[config.mk]
export PLATFORM = sky130hd
export DESIGN_NAME = audio_in_top
export DESIGN_NICKNAME = d
export VERILOG_FILES = /design/src/audio_in_pkg.sv /design/src/audio_chan_if.sv /design/src/i2s_channel_rx.sv /design/src/audio_wb_regs.sv /design/src/audio_in_top.sv
export VERILOG_INCLUDE_DIRS = /design/src
export SDC_FILE = /design/constraint.sdc
export NUM_CORES = 1
export LEC_CHECK = 0
export ABC_AREA = 1
export BUFFER_PORTS_ARGS = -buffer_cell sky130_fd_sc_hd__buf_2
export CAP_MARGIN = 20
export CORE_ASPECT_RATIO = 1.25
export CORE_UTILIZATION = 45
export CTS_CLUSTER_DIAMETER = 30
export DETAILED_ROUTE_END_ITERATION = 8
export PLACE_DENSITY = 0.75
export RECOVER_POWER = 25
export SYNTH_ARGS = -nofsm -noshare
export SYNTH_HDL_FRONTEND = slang
export SYNTH_SLANG_ARGS = --single-unit
[constraint.sdc]
create_clock -name IIS_SCLK_I -period 2.8 [get_ports IIS_SCLK_I]
set_input_delay 0.56 -clock IIS_SCLK_I [delete_from_list [all_inputs] [get_ports IIS_SCLK_I]]
set_output_delay 0.56 -clock IIS_SCLK_I [all_outputs]
set_load 0.05 [all_outputs]
[src/audio_in_defines.svh]
`ifndef AUDIO_IN_DEFINES_SVH
`define AUDIO_IN_DEFINES_SVH

// bits kept from each slot, msb first
`define AUDIO_SAMPLE_W 24

// sclk cycles in one lrck half period
`define AUDIO_SLOT_CLKS 32

// averaging block is 2**AUDIO_AVG_LOG2 samples
`define AUDIO_AVG_LOG2 2

// wishbone word address bits
`define AUDIO_WB_ADR_W 3

`endif

[src/audio_in_pkg.sv]
`include "audio_in_defines.svh"

package audio_in_pkg;

   typedef logic signed [`AUDIO_SAMPLE_W-1:0] sample_t;   // two's complement slot data

   // abs of the most negative sample is 2**23, so no sign bit here
   typedef logic [`AUDIO_SAMPLE_W-1:0] avg_t;

   typedef logic [`AUDIO_WB_ADR_W-1:0] wb_adr_t;

   typedef enum logic [1:0] {
      rx_idle,    // waiting for own lrck edge
      rx_shift,   // taking bits msb first
      rx_store    // hand the word out
   } rx_state_t;

   typedef enum wb_adr_t {
      reg_left_sample  = 0,
      reg_right_sample = 1,
      reg_left_avg     = 2,
      reg_right_avg    = 3,
      reg_frame_count  = 4
   } reg_addr_t;

   // which lrck edge opens the slot
   typedef enum logic {chan_left, chan_right} chan_sel_t;

endpackage

[src/audio_chan_if.sv]
`timescale 1ns/1ps

interface audio_chan_if;
   import audio_in_pkg::*;

   sample_t sample;        // last captured slot
   logic    sample_valid;  // one cycle, no back-pressure
   avg_t    avg;           // block mean of |sample|
   logic    avg_valid;     // one cycle per finished block

   modport rx (
      output sample,
      output sample_valid,
      output avg,
      output avg_valid
   );

   modport sink (
      input sample,
      input sample_valid,
      input avg,
      input avg_valid
   );

endinterface

[src/i2s_channel_rx.sv]
`timescale 1ns/1ps
`include "audio_in_defines.svh"

module i2s_channel_rx #(
   parameter audio_in_pkg::chan_sel_t chan = audio_in_pkg::chan_left
) (
   input  logic     IIS_SCLK_I,
   input  logic     rst_in,
   input  logic     enable,
   input  logic     lrck,
   input  logic     sdin,
   audio_chan_if.rx chan_out
);
   import audio_in_pkg::*;

   localparam int CNT_W = $clog2(`AUDIO_SLOT_CLKS);   // bit counter spans one slot
   localparam int SUM_W = `AUDIO_SAMPLE_W + `AUDIO_AVG_LOG2;
   localparam int BLK_W = `AUDIO_AVG_LOG2 + 1;
   localparam int BLK_N = 1 << `AUDIO_AVG_LOG2;

   rx_state_t                  state;
   logic                       lrck_prev;
   logic                       slot_start;
   logic [CNT_W-1:0]           bit_cnt;
   logic [`AUDIO_SAMPLE_W-1:0] shreg;
   avg_t                       sample_abs;
   logic [SUM_W-1:0]           acc;
   logic [SUM_W-1:0]           acc_next;
   logic [BLK_W-1:0]           blk_cnt;
   logic                       block_done;

   //////////////////////////////
   // lrck edge, own copy per channel

   always_ff @(posedge IIS_SCLK_I) begin
      if (rst_in) begin
         lrck_prev <= (chan == chan_right);   // no false edge out of reset
      end else begin
         lrck_prev <= lrck;
      end
   end

   // left opens on high->low, right on low->high
   assign slot_start = (chan == chan_left) ? (lrck_prev & ~lrck) : (~lrck_prev & lrck);

   //////////////////////////////
   // slot capture

   always_ff @(posedge IIS_SCLK_I) begin
      if (rst_in || !enable) begin
         state                 <= rx_idle;
         bit_cnt               <= '0;
         chan_out.sample_valid <= 1'b0;
      end else begin
         chan_out.sample_valid <= 1'b0;
         case (state)
            rx_idle: begin
               if (slot_start) begin
                  state   <= rx_shift;
                  bit_cnt <= CNT_W'(`AUDIO_SAMPLE_W);
               end
            end
            rx_shift: begin
               bit_cnt <= bit_cnt - 1'b1;
               if (bit_cnt == CNT_W'(1)) begin
                  state <= rx_store;   // rest of the slot is ignored
               end
            end
            rx_store: begin
               chan_out.sample_valid <= 1'b1;
               state                 <= rx_idle;
            end
            default: state <= rx_idle;
         endcase
      end
   end

   always_ff @(posedge IIS_SCLK_I) begin
      if (state == rx_shift) begin
         shreg <= {shreg[`AUDIO_SAMPLE_W-2:0], sdin};
      end
      if (enable && state == rx_store) begin
         chan_out.sample <= shreg;
      end
   end

   //////////////////////////////
   // block average of |sample|

   assign sample_abs = chan_out.sample[`AUDIO_SAMPLE_W-1] ? avg_t'(-chan_out.sample)
                                                          : avg_t'(chan_out.sample);
   assign acc_next   = acc + SUM_W'(sample_abs);
   assign block_done = enable && chan_out.sample_valid && (blk_cnt == BLK_W'(BLK_N - 1));

   always_ff @(posedge IIS_SCLK_I) begin
      if (rst_in || !enable) begin
         acc                <= '0;
         blk_cnt            <= '0;
         chan_out.avg_valid <= 1'b0;
      end else begin
         chan_out.avg_valid <= block_done;
         if (block_done) begin
            acc     <= '0;
            blk_cnt <= '0;
         end else if (chan_out.sample_valid) begin
            acc     <= acc_next;
            blk_cnt <= blk_cnt + 1'b1;
         end
      end
   end

   always_ff @(posedge IIS_SCLK_I) begin
      if (block_done) begin
         chan_out.avg <= avg_t'(acc_next >> `AUDIO_AVG_LOG2);   // floor of the mean
      end
   end

   // store state is left after one cycle
   a_single_strobe: assert property (@(posedge IIS_SCLK_I) disable iff (rst_in)
      chan_out.sample_valid |=> !chan_out.sample_valid);

endmodule

[src/audio_wb_regs.sv]
`timescale 1ns/1ps

module audio_wb_regs (
   input  logic                  IIS_SCLK_I,
   input  logic                  rst_in,
   input  logic                  wb_cyc,
   input  logic                  wb_stb,
   input  logic                  wb_we,
   input  audio_in_pkg::wb_adr_t wb_adr,
   input  logic [31:0]           wb_dat_wr,
   audio_chan_if.sink            left,
   audio_chan_if.sink            right,
   output logic [31:0]           wb_dat_rd,
   output logic                  wb_ack
);
   import audio_in_pkg::*;

   logic        left_pending;   // left seen, right not yet
   sample_t     left_hold;
   sample_t     frame_left;
   sample_t     frame_right;
   logic [15:0] frame_count;
   avg_t        left_avg;
   avg_t        right_avg;
   logic        wb_req;
   logic [31:0] rd_data;

   //////////////////////////////
   // frame pairing

   always_ff @(posedge IIS_SCLK_I) begin
      if (left.sample_valid) begin
         left_hold <= left.sample;
      end
   end

   always_ff @(posedge IIS_SCLK_I) begin
      if (rst_in) begin
         left_pending <= 1'b0;
         frame_left   <= '0;
         frame_right  <= '0;
         frame_count  <= '0;
      end else begin
         if (right.sample_valid && left_pending) begin
            frame_left   <= left_hold;        // both halves land together
            frame_right  <= right.sample;
            frame_count  <= frame_count + 1'b1;
            left_pending <= 1'b0;
         end
         if (left.sample_valid) begin
            left_pending <= 1'b1;
         end
      end
   end

   always_ff @(posedge IIS_SCLK_I) begin
      if (rst_in) begin
         left_avg  <= '0;
         right_avg <= '0;
      end else begin
         if (left.avg_valid)  left_avg  <= left.avg;
         if (right.avg_valid) right_avg <= right.avg;
      end
   end

   //////////////////////////////
   // wishbone classic slave

   assign wb_req = wb_cyc & wb_stb & ~wb_ack;   // master still holds stb in ack cycle

   always_comb begin
      case (reg_addr_t'(wb_adr))
         reg_left_sample:  rd_data = 32'(frame_left);   // sign extends
         reg_right_sample: rd_data = 32'(frame_right);
         reg_left_avg:     rd_data = 32'(left_avg);
         reg_right_avg:    rd_data = 32'(right_avg);
         reg_frame_count:  rd_data = 32'(frame_count);
         default:          rd_data = '0;                // unmapped
      endcase
   end

   always_ff @(posedge IIS_SCLK_I) begin
      if (rst_in) begin
         wb_ack    <= 1'b0;
         wb_dat_rd <= '0;
      end else begin
         wb_ack <= wb_req;
         if (wb_req) begin
            wb_dat_rd <= wb_we ? '0 : rd_data;   // writes have no target
         end
      end
   end

   a_ack_after_req: assert property (@(posedge IIS_SCLK_I) disable iff (rst_in)
      wb_ack |-> $past(wb_cyc && wb_stb));

   // master side check on write cycles
   a_wr_data_known: assert property (@(posedge IIS_SCLK_I) disable iff (rst_in)
      (wb_cyc && wb_stb && wb_we) |-> !$isunknown(wb_dat_wr));

endmodule

[src/audio_in_top.sv]
`timescale 1ns/1ps

module audio_in_top (
   input  logic                  IIS_SCLK_I,
   input  logic                  rst_in,
   input  logic                  enable,
   input  logic                  lrck,
   input  logic                  sdin,
   input  logic                  wb_cyc,
   input  logic                  wb_stb,
   input  logic                  wb_we,
   input  audio_in_pkg::wb_adr_t wb_adr,
   input  logic [31:0]           wb_dat_wr,
   output logic [31:0]           wb_dat_rd,
   output logic                  wb_ack
);
   import audio_in_pkg::*;

   //////////////////////////////
   // per channel results

   audio_chan_if left_if();
   audio_chan_if right_if();

   // both receivers watch the same lrck and sdin
   i2s_channel_rx #(
      .chan (chan_left)
   ) left_rx_inst (
      .IIS_SCLK_I (IIS_SCLK_I),
      .rst_in     (rst_in),
      .enable     (enable),
      .lrck       (lrck),
      .sdin       (sdin),
      .chan_out   (left_if)
   );

   i2s_channel_rx #(
      .chan (chan_right)
   ) right_rx_inst (
      .IIS_SCLK_I (IIS_SCLK_I),
      .rst_in     (rst_in),
      .enable     (enable),
      .lrck       (lrck),
      .sdin       (sdin),
      .chan_out   (right_if)
   );

   //////////////////////////////
   // host side

   audio_wb_regs regs_inst (
      .IIS_SCLK_I (IIS_SCLK_I),
      .rst_in     (rst_in),
      .wb_cyc     (wb_cyc),
      .wb_stb     (wb_stb),
      .wb_we      (wb_we),
      .wb_adr     (wb_adr),
      .wb_dat_wr  (wb_dat_wr),
      .left       (left_if),     // pairs left then right
      .right      (right_if),
      .wb_dat_rd  (wb_dat_rd),
      .wb_ack     (wb_ack)
   );

endmodule

* Word level (Yosys, flattened, before mapping)
Cells that the tools add are included.
** Word-level totals
- Bits in registers :: 392
- Bits of input ports :: 43
- Output and inout port bits :: 33
- Word-level logic and storage cells :: 100
** Operators by class
- Add/sub/neg operators :: 9
- Eq/ne operators :: 16
- Muxes and demuxes :: 18
- Bitwise gates (word level) :: 7
- Reduce and logical (&&, ||, !) cells :: 21
** Operators by type and width (number)
- $pmux 32 s5 :: 1
- $add 26x24->26 :: 2
- $mux 24 :: 2
- $neg 24->24 :: 2
- $mux 32 :: 1
- $pmux 5 s2 :: 2
- $add 16x1->16 const B :: 1
- $eq 3x2->1 const B :: 4
- $eq 5x1->1 const B :: 2
- $mux 5 :: 2
- $sub 5x1->5 const B :: 2
- $mux 2 :: 4
- $ne 2x1->1 const B :: 4
- $pmux 2 s2 :: 2
- $reduce_and 2->1 :: 4
- $logic_and 1x1->1 :: 7
- $add 3x1->3 const B :: 2
- $reduce_bool 2->1 :: 3
- $and 1x1->1 :: 4
- $eq 2x1->1 const B :: 2
- $eq 2x2->1 const B :: 2
- $logic_not 2->1 :: 2
- $mux 1 :: 4
- $reduce_or 2->1 :: 2
- 6 further kinds :: 8

* Longest topological paths before layout
Gate-level depths: netlist of the first run.
- Depth after elaboration :: 4
- Depth in mapped cells :: 26
- Mapped depth without buffers :: 26

* Modules after synthesis
A second synthesis of the first run with hierarchy kept.
** Unflattened totals
- Cells, all modules :: 2385
- Area total of the unflattened synthesis :: 19048.3 µm²
** By module, submodules not included
- audio_wb_regs :: times used 1, cells an instance 853, area an instance 6781.5 µm², sequential area each 3503.4 µm²
- i2s_channel_rx (left_rx_inst) :: times used 1, cells an instance 772, area an instance 6150.9 µm², sequential area each 2942.8 µm²
- i2s_channel_rx (right_rx_inst) :: times used 1, cells an instance 760, area an instance 6115.9 µm², sequential area each 2942.8 µm²

* Least setup slack after synthesis of the first run
OpenSTA, ideal clock, no wires.
- Kind :: register to register
- From :: register left_rx_inst.chan_out.sample[0]
- To :: register left_rx_inst.chan_out.avg[19], data pin
- Setup time :: 254 ps
- Data arrival time :: 2491 ps
- Required time :: 2546 ps
- Slack :: 55 ps
- Cell stages (with the launch flop) :: 22
- Path buffers :: 0
- Period minus slack after synthesis :: 2745 ps
- Cells stage by stage :: edfxtp_1 -> inv_1 -> ha_1 -> inv_1 -> nor2_1 -> nand3_1 -> nor2_1 -> nand3_1 -> nor2_1 -> nand2_1 -> nand2_1 -> o21ai_0 -> nand2_1 -> nand2_1 -> ha_1 -> nand2_1 -> nor2_1 -> nand2_1 -> nor2_1 -> nand2_1 -> nand4_1 -> nand2_1
** On the way
- Cells in the longest elaborated chain, start to end :: 3
** RTL lines
- start: declaration :: line audio_chan_if.sv:12 : output sample,
- start signal: assignment :: line i2s_channel_rx.sv:83 : chan_out.sample <= shreg;
- $neg 24->24 :: line i2s_channel_rx.sv:90 : assign sample_abs = chan_out.sample[`AUDIO_SAMPLE_W-1] ? avg_t'(-chan_out.sample)
- $mux 24 (*) :: line i2s_channel_rx.sv:90
- $add 26x24->26 (*) :: line i2s_channel_rx.sv:92 : assign acc_next = acc + SUM_W'(sample_abs);
- net left_rx_inst.acc_next[21] :: line i2s_channel_rx.sv:28 : logic [SUM_W-1:0] acc_next;
- end signal: assignment :: line i2s_channel_rx.sv:114 : chan_out.avg <= avg_t'(acc_next >> `AUDIO_AVG_LOG2);
- end: declaration :: line audio_chan_if.sv:14 : output avg,
Mark *: on every way through the listed nets, which the timed path passes. The rest lies on a longest branch.
A chain may end at the register's enable or synchronous reset.

* Worst setup path in the final report of the first run
- From :: register right_rx_inst.chan_out.sample[0]
- To :: register right_rx_inst.chan_out.avg[19], data pin
** On the way
- Cells in the longest elaborated chain, start to end :: 3
** RTL lines (line)
- start: declaration :: audio_chan_if.sv:12
- start signal: assignment :: i2s_channel_rx.sv:83
- $neg 24->24 :: i2s_channel_rx.sv:90
- $mux 24 (*) :: i2s_channel_rx.sv:90
- $add 26x24->26 (*) :: i2s_channel_rx.sv:92
- net right_rx_inst.acc_next[21] :: i2s_channel_rx.sv:28
- end signal: assignment :: i2s_channel_rx.sv:114
- end: declaration :: audio_chan_if.sv:14
Marked as above.

==> impl_summary.txt, run 1 <==
----------------------------------------------------
[Timing]
  Worst-case setup margin in the final layout ... -0.3253 ns
  Time the final worst path needs with I/O delays and setup ... 3.125 ns
  Period utilization ... 111.6%
  Number of endpoints with negative hold slack in the final report ... 0
  Setup Skew ... 0.02607 ns
  Final setup viols ... 74
  Fmax ... 320.0 MHz
  Slew @ Worst Pin ... 1.025 ns
  Worst relative slew slack ... 31.56%
  Max-slew violation count ... 0
  Unrepaired setup endpoints after global routing ... yes

[Synthesis]
  Sequential area share after synthesis ... 50.68%
  Post-Syn Nets ... 2430
  Top cell type's share of synthesized area ... 27.23%
  Area leader, netlist ... sky130_fd_sc_hd__edfxtp_1
  Post-synthesis instance area ... 0.01853 sq mm
  Number of standard cells after synthesis ... 2325
  Number of flops mapped to enable cells by yosys ... 168
  Leading post-synthesis cells by cell area ... sky130_fd_sc_hd__edfxtp_1 (27%), sky130_fd_sc_hd__dfxtp_1 (23%), sky130_fd_sc_hd__nand2_1 (11%), sky130_fd_sc_hd__inv_1 (7.1%), sky130_fd_sc_hd__nor2_1 (5.7%)
  Most instantiated flip-flop cell in the synthesis netlist ... sky130_fd_sc_hd__dfxtp_1
  YS warnings ... 0
  Syn Area/Cell ... 7.968 sq um
  Post-synthesis cell type count ... 46
  FFs w/ async S/R, synth ... 0%
  Number of synthesized register bits ... 385

[GRT]
  Overflow after GRT ... 0
  Via count of the first global-routing pass ... 15880
  Number of antenna violations at the first check in global routing ... 0
  Global routing usage summed across all routing layers ... 24.14%
  Maximum number of pins on one net before global-route repair ... 61
  First-pass GRT wire length ... 80830 um

[Pwr]
  Seq pwr share ... 43.2%
  Share of power burned in combinational logic ... 1.4%
  Cell internal pwr ... 10360 uW
  Cell area power density ... 540.7 mW/mm^2
  Clk pwr share ... 55.4%
  Pleak ... 0.01062 uW
  Max IR drop VDD ... 0.4335 mV
  Switching power share of the total ... 23.47%
  Switching power summed over all nets ... 3177 uW

[Critical path]
  Data required time at the worst endpoint ... 3.12 ns
  Critical path class ... reg2reg
  Maximum cell stage delay along the critical path ... 0.40 ns
  Slowest CP cell ... sky130_fd_sc_hd__edfxtp_1
  Crit end category ... flop
  Cell mode on critical path ... sky130_fd_sc_hd__nand2_4
  Cell breakdown of the critical path ... inv_2, ha_4, nand2_4, nor2_4, nand2_4, nor2_4, nand3_4, nand2_4, o21a_4, nand2_1, nand2_1, nand2_2, ha_4, nand2_4, nor2_4, nand2_2, nor2_1, nand2_1, nand4_1, nand2_2
  Register-to-Register Path Depth ... 20
  Arrival time worst endpoint ... 3.45 ns
  Top fanout value on the critical path ... 7
  Startpoint kind of the worst setup timing path ... flop

[Die]
  Chip Height ... 228.9 um
  Io pins ... 76
  Total die area ... 0.04199 sq mm
  Starting density of the core ... 45.95%
  Die span in x ... 183.5 um
  Std-Cell Core Area ... 0.04032 sq mm
  Number of cell rows ... 82

[Clock tree]
  Source-to-sink clock delay at the later pin of the worst-skew pair ... 0.60 ns
  Number of buffers between clock root and the deepest sink ... 3
  Clock-pin slew reported for the worst setup and hold paths after clock tree synthesis ... 0.06 ns
  Number of levels the H-tree was split into ... 2
  Clk sinks ... 385
  Total clock buffers created by CTS ... 61
  CTS Root Cell ... sky130_fd_sc_hd__clkbuf_16
  Number of hold buffers added after CTS ... 0
  TritonCTS clock tree ... built

[Layout]
  FILL cells ... 3095
  Layout cells sized above 1 ... 30.12%
  Net count, final ... 2686
  Area Overhead vs Synth ... 35.15%
  Sequential cell area ... 0.009390 sq mm
  Multi-input logic area ... 0.009532 sq mm
  Finished layout cell area ... 0.02504 sq mm
  Total inserted antenna cells ... 0
  Utilization after layout ... 62.10%
  Largest registers ... left_rx_inst.acc (26), right_rx_inst.acc (26), regs_inst.wb_dat_rd (25)

[Place]
  Post-detailed-placement half-perimeter wirelength ... 35260 um
  Cell Area, Placed ... 0.02036 sq mm
  RD Place Congestion ... 0.9231
  Number of port buffers ... 43

[Status]
  Run status ... finished with violations
  Failing checks ... negative setup slack

[Detailed routing]
  DRC marker count from the first detailed-route iteration ... 1488
  Detailed-route via count ... 16970
  Count of nets left with antenna violations after detail routing ... 0
  Drt pass-1 iters ... 7
  Routed wire length per instance ... 17.23 um
  Vias per cell ... 5.339
  Wirelength, routed ... 54770 um
  Final routed DRC violation total ... 0

[Min path]
  Type of the most critical hold path ... in2reg
  Hold Path Cell Cnt ... 3

[Job]
  # Max-Cap Violations ... 0

----------------------------------------------------
## cell usage after synthesis, types with 4 or more instances
| cell type | count |
|---|---|
| sky130_fd_sc_hd__nand3b_1 | 5 |
| sky130_fd_sc_hd__nor2_2 | 7 |
| sky130_fd_sc_hd__nand2_1 | 547 |
| sky130_fd_sc_hd__a31oi_1 | 4 |
| sky130_fd_sc_hd__nor3_1 | 14 |
| sky130_fd_sc_hd__buf_2 | 14 |
| sky130_fd_sc_hd__nand4_1 | 27 |
| sky130_fd_sc_hd__o21ai_0 | 175 |
| sky130_fd_sc_hd__o21bai_1 | 4 |
| sky130_fd_sc_hd__xor2_1 | 51 |
| sky130_fd_sc_hd__ha_1 | 60 |
| sky130_fd_sc_hd__nor2_1 | 281 |
| sky130_fd_sc_hd__or2_2 | 4 |
| sky130_fd_sc_hd__buf_4 | 8 |
| sky130_fd_sc_hd__dfxtp_1 | 217 |
| sky130_fd_sc_hd__o22ai_1 | 20 |
| sky130_fd_sc_hd__o211ai_1 | 15 |
| sky130_fd_sc_hd__a21oi_1 | 153 |
| sky130_fd_sc_hd__clkbuf_1 | 50 |
| sky130_fd_sc_hd__nand3_1 | 94 |
| sky130_fd_sc_hd__xnor2_1 | 11 |
| sky130_fd_sc_hd__edfxtp_1 | 168 |
| sky130_fd_sc_hd__inv_1 | 352 |
| sky130_fd_sc_hd__nand2_2 | 4 |
## placed cells by master (no fill, tap or decap), drive strengths merged, types with 27 or more instances in the layout
| cell | instances |
|---|---|
| nand2 | 551 |
| nor2 | 289 |
| nand4 | 27 |
| clkbuf | 83 |
| nand3 | 96 |
| ha | 60 |
| dfxtp | 217 |
| a21oi | 153 |
| buf | 252 |
| edfxtp | 168 |
| inv | 381 |
| xor2 | 51 |
| o21ai | 179 |
## power by group through the flow
stage	Sequential (uW)	Combinational (uW)	Clock, uW
floorplan	5960	117	0
global placement	5960	174	0
detailed placement	5970	178	0
CTS	5850	179	7570
global route	5840	200	7830
finish	5850	185	7510
## final cells by class
type | instances | area share, %
Multi-Input combinational cell | 1507 | 38.07
Sequential cell | 385 | 37.50
Timing Repair Buffer | 268 | 7.981
Clock buffer | 67 | 6.391
Inverter | 358 | 5.377
Tap cell | 546 | 2.728
Clock inverter | 48 | 1.949
## what timing repair did
item	CTS	global route
resized for setup	274	283
setup endpoints to repair	70	77
endpoints found under the hold margin	0	0
setup buffers	28	36
pin swaps	140	159
## logic make-up after synthesis
kind of cell               share of synthesized area [%]
buffers and inverters                              9.030
AOI/OAI and AO/OA                                  10.97
and+or+nand+nor                                    22.12
xor gates and xnor gates                           2.931
adders and majority gates                          4.268
DFF                                                50.68
## through the flow
step / total power [uW] / hold WS (ns) / worst slack, ns / setup TNS [ns] / cells
global placement: 6138 / 0.4016 / -0.3660 / -11.99 / 3003
finish: 13540 / 0.2327 / -0.3253 / -12.53 / 3179
global route: 13880 / 0.2489 / -0.4143 / -22.30 / 3179
floorplan: 6082 / 0.4003 / 0.05543 / 0 / 2325
CTS: 13600 / 0.2167 / -0.1931 / -6.420 / 3143
detailed placement: 6143 / 0.4045 / -0.4631 / -17.23 / 3003
## layer usage
layer / vias up / global-route usage (%) / part of all wire [%]
met2: 667 / 40.96 / 49
li1: 8016 / - / -
met4: 0 / 10.68 / 4.9
met1: 8117 / 30.18 / 40
met3: 172 / 3.633 / 6.3
met5: - / 0 / 0
## worst paths after layout
check	from	endpoint	slack, ns
hold / removal	lrck	right_rx_inst.lrck_prev$_SDFF_PP1_	0.23
setup reg to reg	right_rx_inst.chan_out.sample[0]$_DFFE_PP_	right_rx_inst.chan_out.avg[19]$_DFFE_PP_	-0.33
setup / recovery	right_rx_inst.chan_out.sample[0]$_DFFE_PP_	right_rx_inst.chan_out.avg[19]$_DFFE_PP_	-0.33
hold reg to reg	right_rx_inst.shreg[23]$_DFFE_PP_	right_rx_inst.chan_out.sample[23]$_DFFE_PP_	0.42
## worst max-delay path: cells and delay by family (launching register included)
kind,cells,cell delay (ns)
and+or+nand+nor,16,1.66
adders and majority gates,2,0.48
DFF,1,0.40
AOI/OAI and AO/OA,1,0.18
buffers and inverters,1,0.11
Power figures use the tool's default switching activity.
==> inputs of run 2 (changes only) <==
ABC_AREA = unset   (was 1)
CTS_CLUSTER_DIAMETER = 100   (was 30)
==> run 2 against run 1 <==
Net effect: final cell count decreased by 27%; largest cell class is now sequential cells; the run ends with max-capacitance violations, max-slew violations, negative setup slack left; worst setup slack got worse by 1.0 ns; clock skew increased by 0.0067 ns; non-clock buffer count increased by 39.
==> impl_summary.txt, run 2 <==
----------------------------------------------------
[Status]
  Run status ... finished with violations
  Failing checks ... max-capacitance violations, max-slew violations, negative setup slack

[Synthesis]
  Syn Area/Cell ... 10.93 sq um (+37%)
  Most instantiated flip-flop cell in the synthesis netlist ... sky130_fd_sc_hd__dfxtp_1
  Post-synthesis instance area ... 0.01693 sq mm (-8.6%)
  Sequential area share after synthesis ... 55.47% (+4.8 points)
  Leading post-synthesis cells by cell area ... sky130_fd_sc_hd__edfxtp_1 (30%), sky130_fd_sc_hd__dfxtp_1 (26%), sky130_fd_sc_hd__mux2i_1 (5.4%), sky130_fd_sc_hd__ha_1 (4.4%), sky130_fd_sc_hd__nor2_1 (3.8%)
  Number of flops mapped to enable cells by yosys ... 168 (unchanged)
  Top cell type's share of synthesized area ... 29.80% (+2.6 points)
  YS warnings ... 0 (unchanged)
  Synth cell count leaders ... sky130_fd_sc_hd__dfxtp_1 (217), sky130_fd_sc_hd__nor2_1 (173), sky130_fd_sc_hd__edfxtp_1 (168)
  Post-Syn Nets ... 1654 (-32%)
  Post-synthesis cell type count ... 65 (+41%)
  Number of synthesized register bits ... 385 (unchanged)
  Area leader, netlist ... sky130_fd_sc_hd__edfxtp_1
  Number of standard cells after synthesis ... 1549 (-33%)
  FFs w/ async S/R, synth ... 0% (unchanged)
  Most common cell in the netlist ... sky130_fd_sc_hd__dfxtp_1

[Detailed routing]
  Final routed DRC violation total ... 0 (unchanged)
  Vias per cell ... 5.601 (+4.9%)
  Drt pass-1 iters ... 5 (-2)
  Routed wire length per instance ... 19.74 um (+15%)
  DRC marker count from the first detailed-route iteration ... 1013 (-32%)
  Detailed-route via count ... 13060 (-23%)
  Wirelength, routed ... 46030 um (-16%)
  Count of nets left with antenna violations after detail routing ... 0 (unchanged)

[Layout]
  Highest-count cells in the layout ignoring fill and taps ... sky130_fd_sc_hd__dfxtp_1 (216), sky130_fd_sc_hd__buf_4 (208), sky130_fd_sc_hd__edfxtp_1 (168)
  Largest registers ... left_rx_inst.acc (26), right_rx_inst.acc (26), regs_inst.wb_dat_rd (25)
  Commonest non-fill, non-tap cell in the layout ... sky130_fd_sc_hd__dfxtp_1
  Finished layout cell area ... 0.02245 sq mm (-10%)
  Area Overhead vs Synth ... 32.62%
  Total inserted antenna cells ... 0 (unchanged)
  Layout cells sized above 1 ... 32.23% (+2.1 points)
  Utilization after layout ... 60.40% (-1.7 points)
  Net count, final ... 1921 (-28%)

[Timing]
  Time the final worst path needs with I/O delays and setup ... 4.173 ns (+1.047 ns)
  Worst-case setup margin in the final layout ... -1.373 ns (-1.047 ns)
  Unrepaired setup endpoints after global routing ... yes
  Period utilization ... 149.0% (+37 points)
  Number of endpoints with negative hold slack in the final report ... 0 (unchanged)
  Worst relative slew slack ... -22.27% (-54 points)
  Setup Skew ... 0.03275 ns (+0.006680 ns)
  Final setup viols ... 72 (-2.7%)
  Fmax ... 239.7 MHz (-25%)
  Max-slew violation count ... 39 (+39)
  Slew @ Worst Pin ... 1.834 ns (+0.8086 ns)

[Critical path]
  Maximum cell stage delay along the critical path ... 0.57 ns (+0.17 ns)
  Startpoint kind of the worst setup timing path ... flop
  Buffers and inverters on the worst path ... 1 (unchanged)
  Critical path class ... reg2reg
  Slowest CP cell ... sky130_fd_sc_hd__or4_4
  Crit end category ... flop
  Arrival time worst endpoint ... 4.44 ns (+0.99 ns)
  Cell breakdown of the critical path ... or4_4, nor3_4, nand2b_1, or4_4, or4_4, o21ai_2, xnor2_1, ha_1, buf_6, a21oi_4, nand4_1, a31oi_2, o31ai_2, a21o_1, a21oi_2, xnor2_1
  Data required time at the worst endpoint ... 3.07 ns (-0.05 ns)
  Top fanout value on the critical path ... 4 (-3)
  Cell mode on critical path ... sky130_fd_sc_hd__or4_4
  Largest delay share family, worst path ... simple AND/OR/NAND/NOR gates

[Clock tree]
  Number of levels the H-tree was split into ... 2 (unchanged)
  Clock-pin slew reported for the worst setup and hold paths after clock tree synthesis ... 0.06 ns (about the same)
  Total clock buffers created by CTS ... 38 (-38%)
  Source-to-sink clock delay at the later pin of the worst-skew pair ... 0.55 ns (-0.05 ns)
  TritonCTS clock tree ... built
  Clk sinks ... 385 (unchanged)
  CTS Root Cell ... sky130_fd_sc_hd__clkbuf_16
  Number of buffers between clock root and the deepest sink ... 3 (unchanged)

[Job]
  # Max-Cap Violations ... 1 (+1)

[Die]
  Die span in x ... 175.5 um (-4.4%)
  Starting density of the core ... 45.54% (-0.40 points)
  Io pins ... 76 (unchanged)
  Std-Cell Core Area ... 0.03717 sq mm (-7.8%)
  Total die area ... 0.03840 sq mm (-8.6%)
  Chip Height ... 218.8 um (-4.4%)
  Number of cell rows ... 79 (-3.7%)

[Place]
  Number of port buffers ... 43 (unchanged)
  RD Place Congestion ... 0.9522 (+3.2%)
  Cell Area, Placed ... 0.01926 sq mm (-5.4%)
  Post-detailed-placement half-perimeter wirelength ... 30010 um (-15%)

[Min path]
  Type of the most critical hold path ... in2reg

[GRT]
  Maximum number of pins on one net before global-route repair ... 104 (+70%)
  Via count of the first global-routing pass ... 12870 (-19%)
  Overflow after GRT ... 0 (unchanged)
  First-pass GRT wire length ... 67810 um (-16%)
  Global routing usage summed across all routing layers ... 22.50% (-1.6 points)
  Number of antenna violations at the first check in global routing ... 1 (+1)

[Pwr]
  Cell area power density ... 517.5 mW/mm^2 (-4.3%)
  Max IR drop VDD ... 0.3241 mV (-25%)
  Pleak ... 0.008403 uW (-21%)

----------------------------------------------------
==> run 2: per-stage QoR <==
| step | hold WS (ns) | setup TNS (ns) | std cells | power (uW) | worst slack (ns) |
|---|---|---|---|---|---|
| floorplan | 0.4003 | -27.24 | 1549 | 6080 | -1.285 |
| CTS | 0.2442 | -42.48 | 2309 | 11670 | -1.433 |
| finish | 0.2507 | -48.60 | 2332 | 11620 | -1.373 |
| global route | 0.2360 | -57.90 | 2332 | 11900 | -1.528 |
| global placement | 0.4081 | -42.28 | 2214 | 6134 | -1.406 |
| detailed placement | 0.4045 | -45.35 | 2214 | 6136 | -1.494 |
==> run 2: cell type report <==
class / instances / area, sq um
Timing Repair Buffer: 307 / 2327
Clock inverter: 24 / 336.6
Inverter: 21 / 78.83
Clock buffer: 46 / 1044
Multi-Input combinational cell: 1063 / 8663
Fill cell: 2742 / 14720
Sequential cell: 385 / 9390
Tap cell: 486 / 608.1
==> run 2: layer usage <==
metal  vias to the layer above  share of wire, %  GRT usage (%)
li1                       6113                 -              -
met1                      6370                39          25.91
met2                       422                51          40.90
met3                       154               4.5          2.703
met4                         2               5.9          11.48
met5                         -             0.028              0
==> run 2: worst paths after layout <==
| path | endpoint | startpoint | slack, ns | depth (start not counted) |
|---|---|---|---|---|
| max | left_rx_inst.chan_out.avg[22]$_DFFE_PP_ | left_rx_inst.chan_out.sample[4]$_DFFE_PP_ | -1.37 | 16 |
| min | regs_inst.left_avg[0]$_SDFFE_PP0P_ | rst_in | 0.25 | 2 |
| min reg2reg | left_rx_inst.chan_out.sample[23]$_DFFE_PP_ | left_rx_inst.shreg[23]$_DFFE_PP_ | 0.42 | 0 |
| max reg2reg | left_rx_inst.chan_out.avg[22]$_DFFE_PP_ | left_rx_inst.chan_out.sample[4]$_DFFE_PP_ | -1.37 | 16 |
==> run 2: power by group <==
part / leakage, uW / internal (uW) / total, uW / switching (uW)
Clock: 0.000678 / 3350 / 5600 / 2260
Combinational: 0.00446 / 42.2 / 172 / 130
Sequential: 0.00326 / 5830 / 5840 / 8.90
Total: 0.00840 / 9220 / 11600 / 2400
==> run 2: what timing repair did <==
item,CTS,global route
pin swaps,102,114
buffers inserted,32,33
hold buffers,0,0
setup endpoints to repair,72,74
resized for setup,145,149
==> run 2: cells by family after synthesis <==
| family | share of synthesized area [%] |
|---|---|
| flip-flops | 55.47 |
| multiplexers | 7.377 |
| buffers and inverters | 2.395 |
| XOR/XNOR | 5.640 |
| AND/OR/NAND/NOR | 11.89 |
| AO/OA/AOI/OAI | 12.56 |
| adder cells (fa/ha/maj) | 4.672 |
==> inputs of run 3 (changes only) <==
CORE_MARGIN = 2   (was unset)
GPL_ROUTABILITY_DRIVEN = 0   (was unset)
SLEW_MARGIN = 20   (was unset)
==> run 3 against run 2 <==
Net effect: count of clock-buffer cells in the layout up 2; via count rose by 2.2%; clock skew decreased by 0.015 ns; clock power is 15% lower; final area is 1.4% lower; worst setup slack worse by 0.25 ns; critical endpoint unchanged; final cell count shrank 0.21%; the flow finishes with violations (negative setup slack); highest routed layer unchanged; maximum frequency fell by 5.6%; combinational power hardly changed; global-route usage is 0.55 points lower; utilization down 0.84 points.
==> impl_summary.txt, run 3 (synthesized netlist as in run 2, its figures left out) <==
----------------------------------------------------
[GRT]
  Maximum number of pins on one net before global-route repair ... 117 (+13%)
  Global routing usage summed across all routing layers ... 21.95% (-0.55 points)
  Number of antenna violations at the first check in global routing ... 3 (+2)
  Via count of the first global-routing pass ... 12830 (-0.26%)
  First-pass GRT wire length ... 68130 um (+0.48%)
  Overflow after GRT ... 0 (unchanged)

[Pwr]
  Switching power summed over all nets ... 2240 uW (-6.5%)
  Share of power burned in combinational logic ... 1.6% (about the same)
  Clk pwr share ... 44.1% (-4.1 points)
  Seq pwr share ... 54.3% (+4.0 points)
  Switching power share of the total ... 20.82% (+0.19 points)
  Cell internal pwr ... 8519 uW (-7.6%)
  Pleak ... 0.008295 uW (-1.3%)
  Max IR drop VDD ... 0.2893 mV (-11%)
  Cell area power density ... 486.1 mW/mm^2 (-6.1%)

[Detailed routing]
  Final routed DRC violation total ... 0 (unchanged)
  Wirelength, routed ... 47870 um (+4.0%)
  Detailed-route via count ... 13350 (+2.2%)
  Count of nets left with antenna violations after detail routing ... 0 (unchanged)
  Drt pass-1 iters ... 7 (+2)
  Routed wire length per instance ... 20.57 um (+4.2%)
  Vias per cell ... 5.735 (+2.4%)
  DRC marker count from the first detailed-route iteration ... 1275 (+26%)

[Critical path]
  Worst reg-to-reg setup slack ... -1.62 ns (-0.25 ns)
  Data required time at the worst endpoint ... 3.07 ns (about the same)
  Buffers and inverters on the worst path ... 1 (unchanged)
  Critical path class ... reg2reg
  Startpoint kind of the worst setup timing path ... flop
  Maximum cell stage delay along the critical path ... 0.59 ns (+0.02 ns)
  Largest delay share family, worst path ... simple AND/OR/NAND/NOR gates
  Cell breakdown of the critical path ... or4_4, nor3_4, nand2b_1, or4_4, or4_4, o21ai_2, xnor2_1, ha_1, buf_6, a21oi_4, nand4_1, a31oi_2, o31ai_2, a21o_1, a21oi_2, xnor2_1
  Top fanout value on the critical path ... 4 (unchanged)
  Slowest CP cell ... sky130_fd_sc_hd__or4_4
  Cell mode on critical path ... sky130_fd_sc_hd__or4_4
  Crit end category ... flop
  Arrival time worst endpoint ... 4.69 ns (+0.25 ns)

[Die]
  Number of cell rows ... 79 (unchanged)
  Total die area ... 0.03919 sq mm (+2.1%)
  Std-Cell Core Area ... 0.03717 sq mm (unchanged)
  Starting density of the core ... 45.54% (unchanged)
  Die span in x ... 177.5 um (+1.1%)
  Io pins ... 76 (unchanged)
  Chip Height ... 220.8 um (+0.91%)

[Clock tree]
  Clk sinks ... 385 (unchanged)
  TritonCTS clock tree ... built
  Clock-pin slew reported for the worst setup and hold paths after clock tree synthesis ... 0.06 ns (about the same)
  Total clock buffers created by CTS ... 36 (-5.3%)
  Number of hold buffers added after CTS ... 0 (unchanged)
  Source-to-sink clock delay at the later pin of the worst-skew pair ... 0.54 ns (about the same)
  Number of buffers between clock root and the deepest sink ... 3 (unchanged)
  Number of levels the H-tree was split into ... 2 (unchanged)
  CTS Root Cell ... sky130_fd_sc_hd__clkbuf_16

[Layout]
  FILL cells ... 2761 (+0.69%)
  Net count, final ... 1919 (-0.10%)
  Layout cells sized above 1 ... 31.68% (-0.55 points)
  Commonest non-fill, non-tap cell in the layout ... sky130_fd_sc_hd__dfxtp_1
  Highest-count cells in the layout ignoring fill and taps ... sky130_fd_sc_hd__dfxtp_1 (216), sky130_fd_sc_hd__buf_4 (214), sky130_fd_sc_hd__edfxtp_1 (168)
  Largest registers ... left_rx_inst.acc (26), right_rx_inst.acc (26), regs_inst.wb_dat_rd (25)
  Area Overhead vs Synth ... 30.77%

[Timing]
  Setup Skew ... 0.01739 ns (-0.01536 ns)
  Final setup viols ... 74 (+2.8%)
  Time the final worst path needs with I/O delays and setup ... 4.422 ns (+0.2491 ns)
  Number of endpoints with negative hold slack in the final report ... 0 (unchanged)
  Unrepaired setup endpoints after global routing ... yes
  Max-slew violation count ... 0 (-100%)
  Worst relative slew slack ... 52.43% (+75 points)
  Worst-case setup margin in the final layout ... -1.622 ns (-0.2491 ns)
  Period utilization ... 157.9% (+8.9 points)
  Slew @ Worst Pin ... 0.7082 ns (-1.126 ns)
  Fmax ... 226.2 MHz (-5.6%)
  Final-layout setup total negative slack ... -53.42 ns (-4.819 ns)

[Status]
  Run status ... finished with violations
  Failing checks ... negative setup slack

[Place]
  Setup Slack @ Placement ... -1.479 ns (+0.01492 ns)
  Number of port buffers ... 43 (unchanged)
  Post-detailed-placement half-perimeter wirelength ... 29790 um (-0.74%)

[Min path]
  Type of the most critical hold path ... in2reg

[Job]
  # Max-Cap Violations ... 0 (-1)

----------------------------------------------------
[run 3: path summary, 6_finish.rpt]
check / from / end / cells after the start
worst max register to register: left_rx_inst.chan_out.sample[6]$_DFFE_PP_ / left_rx_inst.chan_out.avg[22]$_DFFE_PP_ / 16
worst min-delay path: lrck / right_rx_inst.lrck_prev$_SDFF_PP1_ / 2
worst min register to register: right_rx_inst.shreg[23]$_DFFE_PP_ / right_rx_inst.chan_out.sample[23]$_DFFE_PP_ / 0
worst max-delay path: left_rx_inst.chan_out.sample[6]$_DFFE_PP_ / left_rx_inst.chan_out.avg[22]$_DFFE_PP_ / 16
[run 3: metrics by stage]
stage / hold WS, ns / cell area, sq um / total power, uW / std cells / utilization, %
global placement: 0.4119 / 19170 / 6133 / 2202 / 51.58
finish: 0.2527 / 22140 / 10760 / 2327 / 59.56
floorplan: 0.4003 / 17130 / 6080 / 1549 / -
global route: 0.2552 / 22130 / 11040 / 2326 / 59.55
CTS: 0.2392 / 21190 / 10820 / 2297 / 57.00
detailed placement: 0.4072 / 19170 / 6137 / 2202 / 51.58
[run 3: worst register-to-register path, cell delays in order (launching register included)]
cell and delay [ns]:
sky130_fd_sc_hd__edfxtp_1 0.41, sky130_fd_sc_hd__or4_4 0.59, sky130_fd_sc_hd__nor3_4 0.18, sky130_fd_sc_hd__nand2b_1 0.11
sky130_fd_sc_hd__or4_4 0.43, sky130_fd_sc_hd__or4_4 0.48, sky130_fd_sc_hd__o21ai_2 0.14, sky130_fd_sc_hd__xnor2_1 0.13
sky130_fd_sc_hd__ha_1 0.30, sky130_fd_sc_hd__buf_6 0.16, sky130_fd_sc_hd__a21oi_4 0.15, sky130_fd_sc_hd__nand4_1 0.25
sky130_fd_sc_hd__a31oi_2 0.33, sky130_fd_sc_hd__o31ai_2 0.10, sky130_fd_sc_hd__a21o_1 0.19, sky130_fd_sc_hd__a21oi_2 0.14
sky130_fd_sc_hd__xnor2_1 0.07
[run 3: repair_timing]
| item | CTS | global route |
|---|---|---|
| pin swaps | 90 | 114 |
| gates resized for setup | 134 | 145 |
| endpoints found under the hold margin | 0 | 0 |
| setup buffers | 37 | 40 |
| setup endpoints to repair | 70 | 76 |
[run 3: cell type report]
type	count	area (sq um)	share of cell area, %
timing repair buffer	307	2327	10.51
inverter	21	78.83	0.3561
sequential	385	9390	42.42
clock buffer	48	1007	4.550
multi-input combinational	1063	8601	38.86
clock inverter	16	120.1	0.5426
antenna	1	2.502	0.01131
tap	486	608.1	2.747
[run 3: routing by layer]
layer  global-route usage, %  routed length, um  up-vias
met5                       0                 29        -
met4                   12.45               3247        4
met3                   3.299               2806      189
met2                   38.35              24080      539
met1                   25.38              17710     6503
li1                        -                  -     6110
[run 3: power groups by stage]
stage / Sequential, uW / Clock (uW) / Combinational (uW)
floorplan: 5960 / 0 / 115
detailed placement: 5970 / 0 / 171
global placement: 5960 / 0 / 168
CTS: 5840 / 4810 / 172
finish: 5840 / 4750 / 174
global route: 5840 / 5020 / 188
